**config.mk**
```make
export PLATFORM = sky130hd
export DESIGN_NAME = rv_front_top
export DESIGN_NICKNAME = d
export VERILOG_FILES = /design/src/rv_front_pkg.sv /design/src/front_ctrl.sv /design/src/insn_fetch.sv /design/src/insn_decode.sv /design/src/rob_alloc.sv /design/src/rv_front_top.sv
export SDC_FILE = /design/constraint.sdc
export NUM_CORES = 1
export LEC_CHECK = 0
export BUFFER_PORTS_ARGS = -buffer_cell sky130_fd_sc_hd__buf_2
export CORE_AREA = 2 2 174 176
export CTS_CLUSTER_SIZE = 12
export DETAILED_ROUTE_END_ITERATION = 6
export DIE_AREA = 0 0 176 178
export GPL_TIMING_DRIVEN = 0
export PLACE_DENSITY = 0.65
export SYNTH_ARGS = -nofsm -noshare
export SYNTH_HDL_FRONTEND = slang
export SYNTH_HIERARCHICAL = 1
export SYNTH_SLANG_ARGS = --single-unit
```
**constraint.sdc**
```tcl
create_clock -name clk -period 9.9 [get_ports clk]
set_input_delay 0.495 -clock clk [delete_from_list [all_inputs] [get_ports clk]]
set_output_delay 0.495 -clock clk [all_outputs]
set_load 0.01 [all_outputs]
```
**src/rv_front_pkg.sv**
```systemverilog
// shared widths, opcodes and cause codes for the fetch/decode/allocate front end
package rv_front_pkg;

  typedef logic [31:0] word_t;
  // byte address, bit 1 set means misaligned
  typedef logic [31:0] pc_t;
  typedef logic [4:0]  opcode_t;
  typedef logic [4:0]  reg_idx_t;
  // msb set when no register is written
  typedef logic [5:0]  rd_tag_t;
  typedef logic [4:0]  rsop_t;
  typedef logic [6:0]  retop_t;
  typedef logic [1:0]  ecause_t;

  localparam ecause_t ERR_IALIGN   = 2'd0;
  localparam ecause_t ERR_IFAULT   = 2'd1;
  localparam ecause_t ERR_IILLEGAL = 2'd2;

  // implemented major opcodes, everything else decodes as illegal
  localparam opcode_t OPC_LOAD    = 5'b00000;
  localparam opcode_t OPC_MISCMEM = 5'b00011;
  localparam opcode_t OPC_OPIMM   = 5'b00100;
  localparam opcode_t OPC_AUIPC   = 5'b00101;
  localparam opcode_t OPC_STORE   = 5'b01000;
  localparam opcode_t OPC_OP      = 5'b01100;
  localparam opcode_t OPC_LUI     = 5'b01101;
  localparam opcode_t OPC_BRANCH  = 5'b11000;
  localparam opcode_t OPC_JALR    = 5'b11001;
  localparam opcode_t OPC_JAL     = 5'b11011;
  localparam opcode_t OPC_SYSTEM  = 5'b11100;

  localparam int ROB_DEPTH = 16;
  localparam int ROB_ID_W  = $clog2(ROB_DEPTH);

  typedef logic [ROB_ID_W-1:0] robid_t;
  // one extra bit so a completely full buffer can be counted
  typedef logic [ROB_ID_W:0]   robcnt_t;

  localparam robcnt_t ROB_FULL_CNT = robcnt_t'(ROB_DEPTH);

  localparam pc_t RESET_PC = 32'h0000_0000;

endpackage

```
**src/front_ctrl.sv**
```systemverilog
// flush sequencer: drains the open bus cycle, kills wrong-path work, reloads the pc
`timescale 1ns/100ps

module front_ctrl (
  input  logic             clk,
  input  logic             rst_i,
  input  logic             flush_i,
  input  rv_front_pkg::pc_t flush_target_i,
  input  logic             bus_busy_i,
  input  logic             bus_done_i,
  output logic             kill_o,
  output logic             pc_load_o,
  output rv_front_pkg::pc_t pc_target_o,
  output logic             alloc_clear_o
);
  import rv_front_pkg::*;

  typedef enum logic [1:0] {
    ST_RUN,
    ST_DRAIN,
    ST_REDIRECT
  } state_t;

  state_t state_q;
  pc_t    target_q;

  // a new flush in redirect holds off the reload one more cycle
  assign pc_load_o     = (state_q == ST_REDIRECT) && !flush_i;
  assign alloc_clear_o = pc_load_o;
  assign pc_target_o   = target_q;
  assign kill_o        = flush_i || (state_q != ST_RUN);

  always_ff @(posedge clk) begin
    if (rst_i) begin
      state_q <= ST_RUN;
    end else begin
      case (state_q)
        ST_RUN: begin
          if (flush_i) begin
            state_q <= (bus_busy_i && !bus_done_i) ? ST_DRAIN : ST_REDIRECT;
          end
        end
        ST_DRAIN: begin
          if (bus_done_i) begin
            state_q <= ST_REDIRECT;
          end
        end
        ST_REDIRECT: begin
          if (!flush_i) begin
            state_q <= ST_RUN;
          end
        end
        default: state_q <= ST_RUN;
      endcase
    end
  end

  always_ff @(posedge clk) begin
    if (flush_i) begin
      target_q <= flush_target_i;
    end
  end

endmodule

```
**src/insn_fetch.sv**
```systemverilog
// instruction fetch: pc, wishbone classic read cycle and one-entry buffer to decode
`timescale 1ns/100ps

module insn_fetch (
  input  logic               clk,
  input  logic               rst_i,
  input  logic               kill_i,
  input  logic               pc_load_i,
  input  rv_front_pkg::pc_t   pc_target_i,
  input  logic               decode_stall_i,
  output logic               wb_cyc_o,
  output logic               wb_stb_o,
  output rv_front_pkg::pc_t   wb_adr_o,
  input  rv_front_pkg::word_t wb_dat_i,
  input  logic               wb_ack_i,
  input  logic               wb_err_i,
  output logic               bus_busy_o,
  output logic               bus_done_o,
  output logic               fetch_valid_o,
  output logic               fetch_error_o,
  output rv_front_pkg::pc_t   fetch_addr_o,
  output rv_front_pkg::word_t fetch_insn_o
);
  import rv_front_pkg::*;

  pc_t   pc_q;
  logic  cyc_q;
  logic  halt_q;
  logic  buf_valid_q;
  logic  buf_error_q;
  pc_t   buf_addr_q;
  word_t buf_insn_q;

  logic buf_take;
  logic can_start;
  logic start_bus;
  logic align_err;
  logic resp_keep;
  logic buf_load;

  assign bus_done_o = cyc_q && (wb_ack_i || wb_err_i);
  assign bus_busy_o = cyc_q;
  assign buf_take   = buf_valid_q && !decode_stall_i;
  // issue only into an empty buffer, or one being drained this cycle
  assign can_start  = !cyc_q && !halt_q && !kill_i && (!buf_valid_q || buf_take);
  assign start_bus  = can_start && !pc_q[1];
  assign align_err  = can_start && pc_q[1];
  assign resp_keep  = bus_done_o && !kill_i;
  assign buf_load   = resp_keep || align_err;

  assign wb_cyc_o = cyc_q;
  assign wb_stb_o = cyc_q;
  assign wb_adr_o = pc_q;

  assign fetch_valid_o = buf_valid_q;
  assign fetch_error_o = buf_error_q;
  assign fetch_addr_o  = buf_addr_q;
  assign fetch_insn_o  = buf_insn_q;

  always_ff @(posedge clk) begin
    if (rst_i) begin
      pc_q        <= RESET_PC;
      cyc_q       <= 1'b0;
      halt_q      <= 1'b0;
      buf_valid_q <= 1'b0;
    end else begin
      if (buf_take) begin
        buf_valid_q <= 1'b0;
      end
      if (bus_done_o) begin
        cyc_q <= 1'b0;
        if (resp_keep) begin
          buf_valid_q <= 1'b1;
          halt_q      <= wb_err_i;
          if (!wb_err_i) begin
            pc_q <= pc_q + 32'd4;
          end
        end
      end else if (start_bus) begin
        cyc_q <= 1'b1;
      end else if (align_err) begin
        buf_valid_q <= 1'b1;
        halt_q      <= 1'b1;
      end
      if (kill_i) begin
        buf_valid_q <= 1'b0;
      end
      // redirect starts the first read at once when the target is aligned
      if (pc_load_i) begin
        pc_q   <= pc_target_i;
        halt_q <= 1'b0;
        cyc_q  <= !pc_target_i[1];
      end
    end
  end

  always_ff @(posedge clk) begin
    if (buf_load) begin
      buf_error_q <= align_err || wb_err_i;
      buf_addr_q  <= pc_q;
      buf_insn_q  <= wb_dat_i;
    end
  end

endmodule

```
**src/insn_decode.sv**
```systemverilog
// RV32I decoder: instruction register plus combinational field decode for rename and ROB
`timescale 1ns/100ps

module insn_decode (
  input  logic                  clk,
  input  logic                  rst_i,
  input  logic                  kill_i,
  input  logic                  fetch_valid_i,
  input  logic                  fetch_error_i,
  input  rv_front_pkg::pc_t      fetch_addr_i,
  input  rv_front_pkg::word_t    fetch_insn_i,
  output logic                  decode_stall_o,
  input  logic                  rob_full_i,
  input  logic                  rename_stall_i,
  output logic                  rob_valid_o,
  output logic                  rename_valid_o,
  output logic                  error_o,
  output rv_front_pkg::ecause_t  ecause_o,
  output rv_front_pkg::retop_t   retop_o,
  output rv_front_pkg::pc_t      addr_o,
  output rv_front_pkg::pc_t      target_o,
  output rv_front_pkg::rd_tag_t  rd_o,
  output rv_front_pkg::rsop_t    rsop_o,
  output rv_front_pkg::reg_idx_t rs1_o,
  output rv_front_pkg::reg_idx_t rs2_o,
  output rv_front_pkg::word_t    imm_o,
  output logic                  uses_rs1_o,
  output logic                  uses_rs2_o,
  output logic                  uses_imm_o,
  output logic                  uses_memory_o,
  output logic                  uses_pc_o,
  output logic                  csr_access_o
);
  import rv_front_pkg::*;

  logic  valid_q;
  logic  error_q;
  pc_t   addr_q;
  word_t insn_q;

  logic fmt_r, fmt_i, fmt_s, fmt_b, fmt_u, fmt_j, fmt_inv;
  word_t   imm;
  rsop_t   rsop;
  opcode_t opcode;
  logic [2:0] funct3;
  logic [2:0] brop;
  logic insn_load, insn_jalr, insn_auipc, insn_csr, insn_complex;
  logic uses_rd;

  assign opcode = insn_q[6:2];
  assign funct3 = insn_q[14:12];

  assign insn_load  = (opcode == OPC_LOAD);
  assign insn_jalr  = (opcode == OPC_JALR);
  assign insn_auipc = (opcode == OPC_AUIPC);
  assign insn_csr   = (opcode == OPC_SYSTEM) && (funct3[1:0] != 2'b00);
  // M extension ops travel on the complex unit encoding
  assign insn_complex = fmt_r && insn_q[25];
  assign brop = {~|funct3[2:1], funct3[2:1]};

  assign uses_rd    = (fmt_r || fmt_i || fmt_u || fmt_j) && (insn_q[11:7] != 5'd0);
  assign uses_rs1_o = fmt_r || (fmt_i && (!insn_csr || !funct3[2])) || fmt_s || fmt_b;
  assign uses_rs2_o = fmt_r || fmt_s || fmt_b;
  assign uses_imm_o = !fmt_r && !fmt_b;
  assign uses_memory_o = insn_load || fmt_s;
  assign uses_pc_o     = fmt_j || insn_jalr || insn_auipc;
  assign csr_access_o  = insn_csr;

  assign decode_stall_o = rob_full_i || rename_stall_i;
  assign rob_valid_o    = valid_q && !rename_stall_i;
  assign error_o        = error_q || fmt_inv;
  assign rename_valid_o = valid_q && !error_o && !rob_full_i;
  assign ecause_o = error_q ? (addr_q[1] ? ERR_IALIGN : ERR_IFAULT) : ERR_IILLEGAL;
  assign retop_o  = {fmt_b, funct3[0], insn_jalr, fmt_s, funct3};

  assign addr_o   = addr_q;
  assign target_o = addr_q + imm;
  assign rd_o     = {!uses_rd, insn_q[11:7]};
  assign rsop_o   = rsop;
  assign rs1_o    = insn_q[19:15];
  assign rs2_o    = insn_q[24:20];
  assign imm_o    = imm;

  always_ff @(posedge clk) begin
    if (rst_i || kill_i) begin
      valid_q <= 1'b0;
    end else if (!decode_stall_o) begin
      valid_q <= fetch_valid_i;
    end
  end

  always_ff @(posedge clk) begin
    if (!decode_stall_o && fetch_valid_i) begin
      error_q <= fetch_error_i;
      addr_q  <= fetch_addr_i;
      insn_q  <= fetch_insn_i;
    end
  end

  // format select, non-32-bit encodings are illegal
  always_comb begin
    {fmt_r, fmt_i, fmt_s, fmt_b, fmt_u, fmt_j, fmt_inv} = 7'b0;
    if (insn_q[1:0] != 2'b11) begin
      fmt_inv = 1'b1;
    end else begin
      case (opcode)
        OPC_OP:      fmt_r = 1'b1;
        OPC_OPIMM,
        OPC_LOAD,
        OPC_JALR,
        OPC_MISCMEM,
        OPC_SYSTEM:  fmt_i = 1'b1;
        OPC_LUI,
        OPC_AUIPC:   fmt_u = 1'b1;
        OPC_STORE:   fmt_s = 1'b1;
        OPC_BRANCH:  fmt_b = 1'b1;
        OPC_JAL:     fmt_j = 1'b1;
        default:     fmt_inv = 1'b1;
      endcase
    end
  end

  always_comb begin
    imm = 32'd0;
    case (1'b1)
      fmt_i: imm = {{20{insn_q[31]}}, insn_q[31:20]};
      fmt_s: imm = {{20{insn_q[31]}}, insn_q[31:25], insn_q[11:7]};
      fmt_b: imm = {{20{insn_q[31]}}, insn_q[7], insn_q[30:25], insn_q[11:8], 1'b0};
      fmt_u: imm = {insn_q[31:12], 12'd0};
      fmt_j: imm = {{12{insn_q[31]}}, insn_q[19:12], insn_q[20], insn_q[30:21], 1'b0};
      default: imm = 32'd0;
    endcase
  end

  always_comb begin
    case (1'b1)
      uses_memory_o: rsop = {1'b0, fmt_s, funct3};
      insn_complex:  rsop = {2'b11, funct3};
      insn_jalr:     rsop = 5'b10000;
      fmt_b:         rsop = {2'b01, brop};
      // bit 30 picks sub/sra, only shifts among the immediates
      default:       rsop = {1'b0, (fmt_r || (funct3 == 3'b101)) && insn_q[30], funct3};
    endcase
  end

endmodule

```
**src/rob_alloc.sv**
```systemverilog
// reorder buffer id allocator: ring pointer plus occupancy count with full flag
`timescale 1ns/100ps

module rob_alloc (
  input  logic                 clk,
  input  logic                 rst_i,
  input  logic                 alloc_clear_i,
  input  logic                 rob_valid_i,
  input  logic                 retire_i,
  output logic                 rob_full_o,
  output rv_front_pkg::robid_t robid_o
);
  import rv_front_pkg::*;

  robid_t  ptr_q;
  robcnt_t count_q;
  logic    accept;

  assign rob_full_o = (count_q == ROB_FULL_CNT);
  assign accept     = rob_valid_i && !rob_full_o;
  assign robid_o    = ptr_q;

  always_ff @(posedge clk) begin
    if (rst_i || alloc_clear_i) begin
      ptr_q   <= '0;
      count_q <= '0;
    end else begin
      // pointer wraps naturally at the id width
      if (accept) begin
        ptr_q <= ptr_q + 1'b1;
      end
      case ({accept, retire_i})
        2'b10:   count_q <= count_q + 1'b1;
        2'b01:   count_q <= count_q - 1'b1;
        default: count_q <= count_q;
      endcase
    end
  end

endmodule

```
**src/rv_front_top.sv**
```systemverilog
// front end top: connects flush control, fetch, decode and id allocation
`timescale 1ns/100ps

module rv_front_top (
  input  logic                   clk,
  input  logic                   rst_i,
  output logic                   wb_cyc_o,
  output logic                   wb_stb_o,
  output rv_front_pkg::pc_t       wb_adr_o,
  input  rv_front_pkg::word_t     wb_dat_i,
  input  logic                   wb_ack_i,
  input  logic                   wb_err_i,
  input  logic                   flush_i,
  input  rv_front_pkg::pc_t       flush_target_i,
  input  logic                   retire_i,
  input  logic                   rename_stall_i,
  output logic                   rob_full_o,
  output rv_front_pkg::robid_t    robid_o,
  output logic                   rob_valid_o,
  output logic                   rename_valid_o,
  output logic                   error_o,
  output rv_front_pkg::ecause_t   ecause_o,
  output rv_front_pkg::retop_t    retop_o,
  output rv_front_pkg::pc_t       addr_o,
  output rv_front_pkg::pc_t       target_o,
  output rv_front_pkg::rd_tag_t   rd_o,
  output rv_front_pkg::rsop_t     rsop_o,
  output rv_front_pkg::reg_idx_t  rs1_o,
  output rv_front_pkg::reg_idx_t  rs2_o,
  output rv_front_pkg::word_t     imm_o,
  output logic                   uses_rs1_o,
  output logic                   uses_rs2_o,
  output logic                   uses_imm_o,
  output logic                   uses_memory_o,
  output logic                   uses_pc_o,
  output logic                   csr_access_o
);
  import rv_front_pkg::*;

  logic  kill;
  logic  pc_load;
  pc_t   pc_target;
  logic  alloc_clear;
  logic  bus_busy;
  logic  bus_done;
  logic  fetch_valid;
  logic  fetch_error;
  pc_t   fetch_addr;
  word_t fetch_insn;
  logic  decode_stall;

  front_ctrl front_ctrl_inst (
    .clk            (clk),
    .rst_i          (rst_i),
    .flush_i        (flush_i),
    .flush_target_i (flush_target_i),
    .bus_busy_i     (bus_busy),
    .bus_done_i     (bus_done),
    .kill_o         (kill),
    .pc_load_o      (pc_load),
    .pc_target_o    (pc_target),
    .alloc_clear_o  (alloc_clear)
  );

  insn_fetch insn_fetch_inst (
    .clk            (clk),
    .rst_i          (rst_i),
    .kill_i         (kill),
    .pc_load_i      (pc_load),
    .pc_target_i    (pc_target),
    .decode_stall_i (decode_stall),
    .wb_cyc_o       (wb_cyc_o),
    .wb_stb_o       (wb_stb_o),
    .wb_adr_o       (wb_adr_o),
    .wb_dat_i       (wb_dat_i),
    .wb_ack_i       (wb_ack_i),
    .wb_err_i       (wb_err_i),
    .bus_busy_o     (bus_busy),
    .bus_done_o     (bus_done),
    .fetch_valid_o  (fetch_valid),
    .fetch_error_o  (fetch_error),
    .fetch_addr_o   (fetch_addr),
    .fetch_insn_o   (fetch_insn)
  );

  insn_decode insn_decode_inst (
    .clk            (clk),
    .rst_i          (rst_i),
    .kill_i         (kill),
    .fetch_valid_i  (fetch_valid),
    .fetch_error_i  (fetch_error),
    .fetch_addr_i   (fetch_addr),
    .fetch_insn_i   (fetch_insn),
    .decode_stall_o (decode_stall),
    .rob_full_i     (rob_full_o),
    .rename_stall_i (rename_stall_i),
    .rob_valid_o    (rob_valid_o),
    .rename_valid_o (rename_valid_o),
    .error_o        (error_o),
    .ecause_o       (ecause_o),
    .retop_o        (retop_o),
    .addr_o         (addr_o),
    .target_o       (target_o),
    .rd_o           (rd_o),
    .rsop_o         (rsop_o),
    .rs1_o          (rs1_o),
    .rs2_o          (rs2_o),
    .imm_o          (imm_o),
    .uses_rs1_o     (uses_rs1_o),
    .uses_rs2_o     (uses_rs2_o),
    .uses_imm_o     (uses_imm_o),
    .uses_memory_o  (uses_memory_o),
    .uses_pc_o      (uses_pc_o),
    .csr_access_o   (csr_access_o)
  );

  rob_alloc rob_alloc_inst (
    .clk            (clk),
    .rst_i          (rst_i),
    .alloc_clear_i  (alloc_clear),
    .rob_valid_i    (rob_valid_o),
    .retire_i       (retire_i),
    .rob_full_o     (rob_full_o),
    .robid_o        (robid_o)
  );

endmodule

```
-- Word-level counts from Yosys, hierarchy flattened
Cells that the tools add are included.
- memory bits (read-only): 0
- memories kept: 0
- bits in registers: 209
- output and inout bits: 174
- input port bits: 71
- RAM bits: 0
- bits in latches: 0
- logic and storage cells: 169
- bitwise logic cells: 0
- reduce and logical (&&, ||, !) cells: 79
- shift operators: 0
- order comparisons: 0
- add/sub/neg operators: 5
- mux-type cells: 47
- multipliers: 0
- equality and inequality tests: 23
- divide/modulo/power cells: 0
- operator list (kind ; count):
    32-bit two-way mux ; 9
    32-bit by 3-bit adder with 32-bit output (second input constant) ; 1
    32-bit adder ; 1
    1-bit two-way mux ; 27
    5-bit equality test (second input constant) ; 5
    1-bit logical OR ; 22
    1-bit logical AND ; 20
    1-bit logical NOT ; 18
    5-bit by 4-bit equality test with 1-bit output (second input constant) ; 3
    5-bit two-way mux ; 3
    2-bit nonzero test ; 6
    11-bit OR reduction ; 1
    5-bit by 3-bit equality test with 1-bit output (second input constant) ; 2
    2-bit two-way mux ; 5
    5-bit case mux with 2 select lines ; 1
    3-bit AND reduction ; 3
    2-bit inequality test (second input constant) ; 4
    2-bit OR reduction ; 4
    2-bit by 1-bit inequality test with 1-bit output (second input constant) ; 3
    2-bit case mux with 3 select lines ; 1
    5-bit by 1-bit adder with 5-bit output (second input constant) ; 1
    5-bit by 2-bit equality test with 1-bit output (second input constant) ; 1
    5-bit logical NOT ; 1
    5-bit nonzero test ; 1
    9 further kinds ; 11

-- Longest topological paths before layout
- depth in word-level cells: 10
- depth in mapped cells: 17
- depth with buffers taken out: 16

-- Cells and area by module
The synthesis kept the hierarchy.
- modules (own cells, without submodules) (module ; instances ; sequential area each (um2) ; cells an instance ; area an instance (um2)):
    insn_decode ; 1 ; 1971.9 ; 468 ; 4549.4
    insn_fetch ; 1 ; 2652.5 ; 323 ; 4071.4
    front_ctrl ; 1 ; 1001.0 ; 43 ; 1067.3
    rob_alloc ; 1 ; 180.2 ; 60 ; 535.5

-- Worst setup path after synthesis
Ideal clock, no wire load.
- path kind: input to register
- start point: input port flush_i
- end point: register insn_fetch_inst.buf_addr_q[0] (netlist: insn_fetch_inst/fetch_addr_o[0]), enable pin
- path slack: 3.689 ns
- library setup time: 0.581 ns
- buffers on the path: 0
- required time: 9.319 ns
- arrival: 5.630 ns
- stages: 2
- path through: or3_2 o21ai_0
- longest elaborated chain between the ends: 6
- elaborated cells between the ends (all ways): 7
- ends and longest elaborated chain (element ; line ; text):
    from (decl) ; rv_front_top.sv:13 ; input logic flush_i,
    1-bit logical OR * ; front_ctrl.sv:31 ; assign kill_o = flush_i || (state_q != ST_RUN);
    1-bit logical NOT * ; insn_fetch.sv:45, insn_fetch.sv:48 ;
    1-bit logical AND (2 in a row) ; insn_fetch.sv:45 ; assign can_start = !cyc_q && !halt_q && !kill_i && (!buf_valid_q || buf_take);
    1-bit logical AND ; insn_fetch.sv:47 ; assign align_err = can_start && pc_q[1];
    1-bit logical OR * ; insn_fetch.sv:49 ; assign buf_load = resp_keep || align_err;
    named net insn_fetch_inst.buf_load ; insn_fetch.sv:39 ; logic buf_load;
    to (signal assigned) ; insn_fetch.sv:100 ; buf_addr_q <= pc_q;
    to (decl) ; insn_fetch.sv:31 ; pc_t buf_addr_q;
The timed path passes the listed nets; every way through them passes the cells marked *.
A chain may end at the register's enable or synchronous reset.

-- Worst setup path after layout
- start point: register insn_decode_inst.insn_q[2]
- end point: output port target_o[28]
- elaborated cells between the ends (all ways): 28
- RTL lines (element ; line ; text):
    from (decl) ; insn_decode.sv:39 ; word_t insn_q;
    from (signal assigned) ; insn_decode.sv:96 ; insn_q <= fetch_insn_i;
    5-bit by 4-bit equality test with 1-bit output ; insn_decode.sv:106 ; case (opcode)
    1-bit two-way mux ; insn_decode.sv:106 ;
    1-bit two-way mux ; insn_decode.sv:103 ; if (insn_q[1:0] != 2'b11) begin
    named net insn_decode_inst.fmt_s ; insn_decode.sv:41 ; logic fmt_r, fmt_i, fmt_s, fmt_b, fmt_u, fmt_j, fmt_inv;
    32-bit two-way mux (2 in a row) ; insn_decode.sv:125 ; case (1'b1)
    32-bit adder ; insn_decode.sv:77 ; assign target_o = addr_q + imm;
    to (decl) ; rv_front_top.sv:25 ; output rv_front_pkg::pc_t target_o,
The timed path passes the listed nets, and every way through them passes these cells.

==> metrics.cfg <==
[yosys]
netlist_area_sq_mm=0.0102
ys_ff_latch=209
yosysTopAreaCell=edfxtp_1
synth.distinct_cells=81
yosys_most_used_dff=edfxtp_1
yosysWarnings=6
synth_top_area_frac=0.476
syn-num-nets=1004
synth_area_per_cell_sq_um=11.4
synth-async-reset-ratio=0
synth_area_leaders=edfxtp_1 48%, dfxtp_1 9.2%, ha_1 4.5%, nor2_1 3.0%, nand2_1 2.8%
syn_inst=894
synth_edf_count=162
yosysSeqAreaShare=0.568

[pwr]
power_density_mw_per_mm2=160
leakage_nw=5.27
total_power_mw=2.05
ir_worst_vdd_uv=131

[final_layout]
antenna_cells=0
multiInputGateArea_sq_mm=0.00405
drive_above_1_share=0.289
final_area_sq_mm=0.0128
final_common_cell=buf_2
fill_cells=2756
seqCellArea_sq_mm=0.00581
area_growth_pct=25.5
final_cells=1578
layout_common_cells=246 x buf_2, 162 x edfxtp_1, 80 x nor2_1
post-route-util=0.436
fin_nets=1279

[timing]
relSlewSlack=0.381
maxSlewViolCount=0
fin_crit_sh=0.626
worstMarginPinSlew_ps=920
fin_tns_setup_ps=0
finalSetupViolations=0
finClkSkew_ps=13.9
period_minus_slack_ps=6200
rsz0062_at_grt=false
hold_violations=0
fmax_mhz=161

[detailed_routing]
vias_per_cell=5.20
post-route-drc-count=0
postRouteAntennaNets=0
drt-total-wl_um=30400
drt_iter0_drc=708
num_vias=8199
firstDrtPassIters=5
wl_per_cell_um=19.3

[clock_network]
numCtsBuffers=25
clk_latency_ps=530
postCtsHoldBufs=0
clk_pin_slew_ps=60
postCtsSetupRepairBufs=0
cts_max_path_buffers=3
root_buffer=clkbuf_16
post_cts_resized=0
h-tree-depth=1
cts.sinks=209
cts_tree=yes

[place]
portBuffers=244
place_inst=1532
dpl_cell_area_sq_mm=0.0120
place_congestion=0.932
hpwl_um=23700

[die]
core_area_sq_mm=0.0294
dieHeight_um=178
start_util=0.348
io_pins=245
die_w_um=176
fp.dieArea_sq_mm=0.0313
rows=63

[critical_path]
critPathKind=register to primary output
worstPathRequired_ps=9410
worst-path-max-fanout=9
worstPathArrival_ps=5700
crit_path_end_kind=primary output
crit_path_start_kind=register

[global_routing]
antenna_found_initial=0
grt_max_degree=36
grt_pass1_wl_um=45500
gr-total-overflow=0
first_global_vias=7715
grt.total_usage=0.189

[status]
status=completed

[min_path]
hp-class=primary input to register

[run]
drv_cap=0

-- power breakdown --
part,leakage [nW],total [mW],switching [mW],internal [mW]
clock,0.383,0.879,0.365,0.514
combinational,3.00,0.143,0.0817,0.0609
sequential,1.89,1.03,0.0375,0.992
-- cell usage after synthesis, types with 11 or more instances --
cell type / number
a21oi_1: 41
a21o_1: 17
dfxtp_1: 47
xnor2_1: 21
buf_4: 26
and3_1: 11
nor2b_1: 16
nor2_1: 81
nand4_1: 14
nand3_1: 22
o21ai_0: 43
nor4_1: 13
inv_1: 20
ha_1: 37
clkbuf_1: 20
a211oi_1: 15
or4_1: 13
a311oi_1: 11
edfxtp_1: 162
nor3_1: 14
xor2_1: 21
nand2_1: 77
-- routing by layer --
| layer | vias up | wire length [um] | global-route usage |
|---|---|---|---|
| li1 | 3938 | - | - |
| met1 | 3899 | 13400 | 0.255 |
| met2 | 306 | 14200 | 0.313 |
| met3 | 56 | 1890 | 0.0330 |
| met4 | 0 | 884 | 0.0527 |
| met5 | - | 0 | 0 |
-- registers in the layout (all words and copies together) (netlist names) --
signal / count
insn_fetch_inst/fetch_valid_o: 1
rob_alloc_inst/robid_o: 4
insn_decode_inst/error_q: 1
insn_fetch_inst/wb_adr_o: 32
insn_decode_inst/addr_o: 32
front_ctrl_inst/pc_target_o: 32
insn_fetch_inst/fetch_insn_o: 32
front_ctrl_inst/state_q: 2
insn_fetch_inst/fetch_addr_o: 32
insn_decode_inst/valid_q: 1
insn_decode_inst/insn_q: 32
rob_alloc_inst/count_q: 5
insn_fetch_inst/halt_q: 1
insn_fetch_inst/bus_busy_o: 1
insn_fetch_inst/fetch_error_o: 1
-- cell families (layout without fill, tap and decap cells) --
| family | after synthesis | count (layout) | share of synthesized area |
|---|---|---|---|
| AND/OR/NAND/NOR | 317 | 317 | 0.161 |
| buffers and inverters | 75 | 369 | 0.0382 |
| XOR/XNOR | 42 | 42 | 0.0360 |
| multiplexers | 5 | 5 | 0.00490 |
| flip-flops | 209 | 209 | 0.568 |
| adder cells (fa/ha/maj) | 39 | 39 | 0.0492 |
| AO/OA/AOI/OAI | 207 | 207 | 0.142 |
-- worst paths after layout --
| kind | startpoint | endpoint | slack (ps) | cells after the start |
|---|---|---|---|---|
| setup / recovery | insn_decode_inst/insn_q[2]$_DFFE_PP_ | target_o[28] | 3700 | 15 |
| setup reg to reg | front_ctrl_inst/state_q[1]$_SDFFE_PP0P_ | insn_fetch_inst/wb_adr_o[20]$_SDFFE_PP0P_ | 7110 | 6 |
| hold reg to reg | insn_fetch_inst/fetch_insn_o[0]$_DFFE_PP_ | insn_decode_inst/insn_q[0]$_DFFE_PP_ | 410 | 0 |
| hold / removal | flush_target_i[7] | front_ctrl_inst/pc_target_o[7]$_DFFE_PP_ | 130 | 1 |
-- metrics by stage --
| step | hold WS [ps] | setup slack [ps] |
|---|---|---|
| floorplan | 400 | 3690 |
| global placement | 402 | 583 |
| detailed placement | 405 | 4250 |
| CTS | 105 | 3670 |
| global route | 108 | 3300 |
| finish | 134 | 3700 |
-- worst max-delay path: stages, from the launching register on --
cell and delay [ps]:
edfxtp_1 510, or2_2 360, nor4_2 700, nor2b_1 380
a22o_1 310, ha_1 240, inv_1 70, fa_1 400
nor2b_1 200, o2111ai_1 170, a21oi_1 460, o41ai_2 170
o41ai_1 680, a221oi_1 190, xnor2_1 170, buf_2 160
-- cell type report --
cell class,instances,area share
clock buffer,35,0.0532
inverter,22,0.00644
buffer,53,0.0240
timing repair buffer,248,0.102
sequential,209,0.452
clock inverter,11,0.00858
multi-input combinational,610,0.315
tap,390,0.0380
Note: power is estimated with default switching activity, not from simulation.
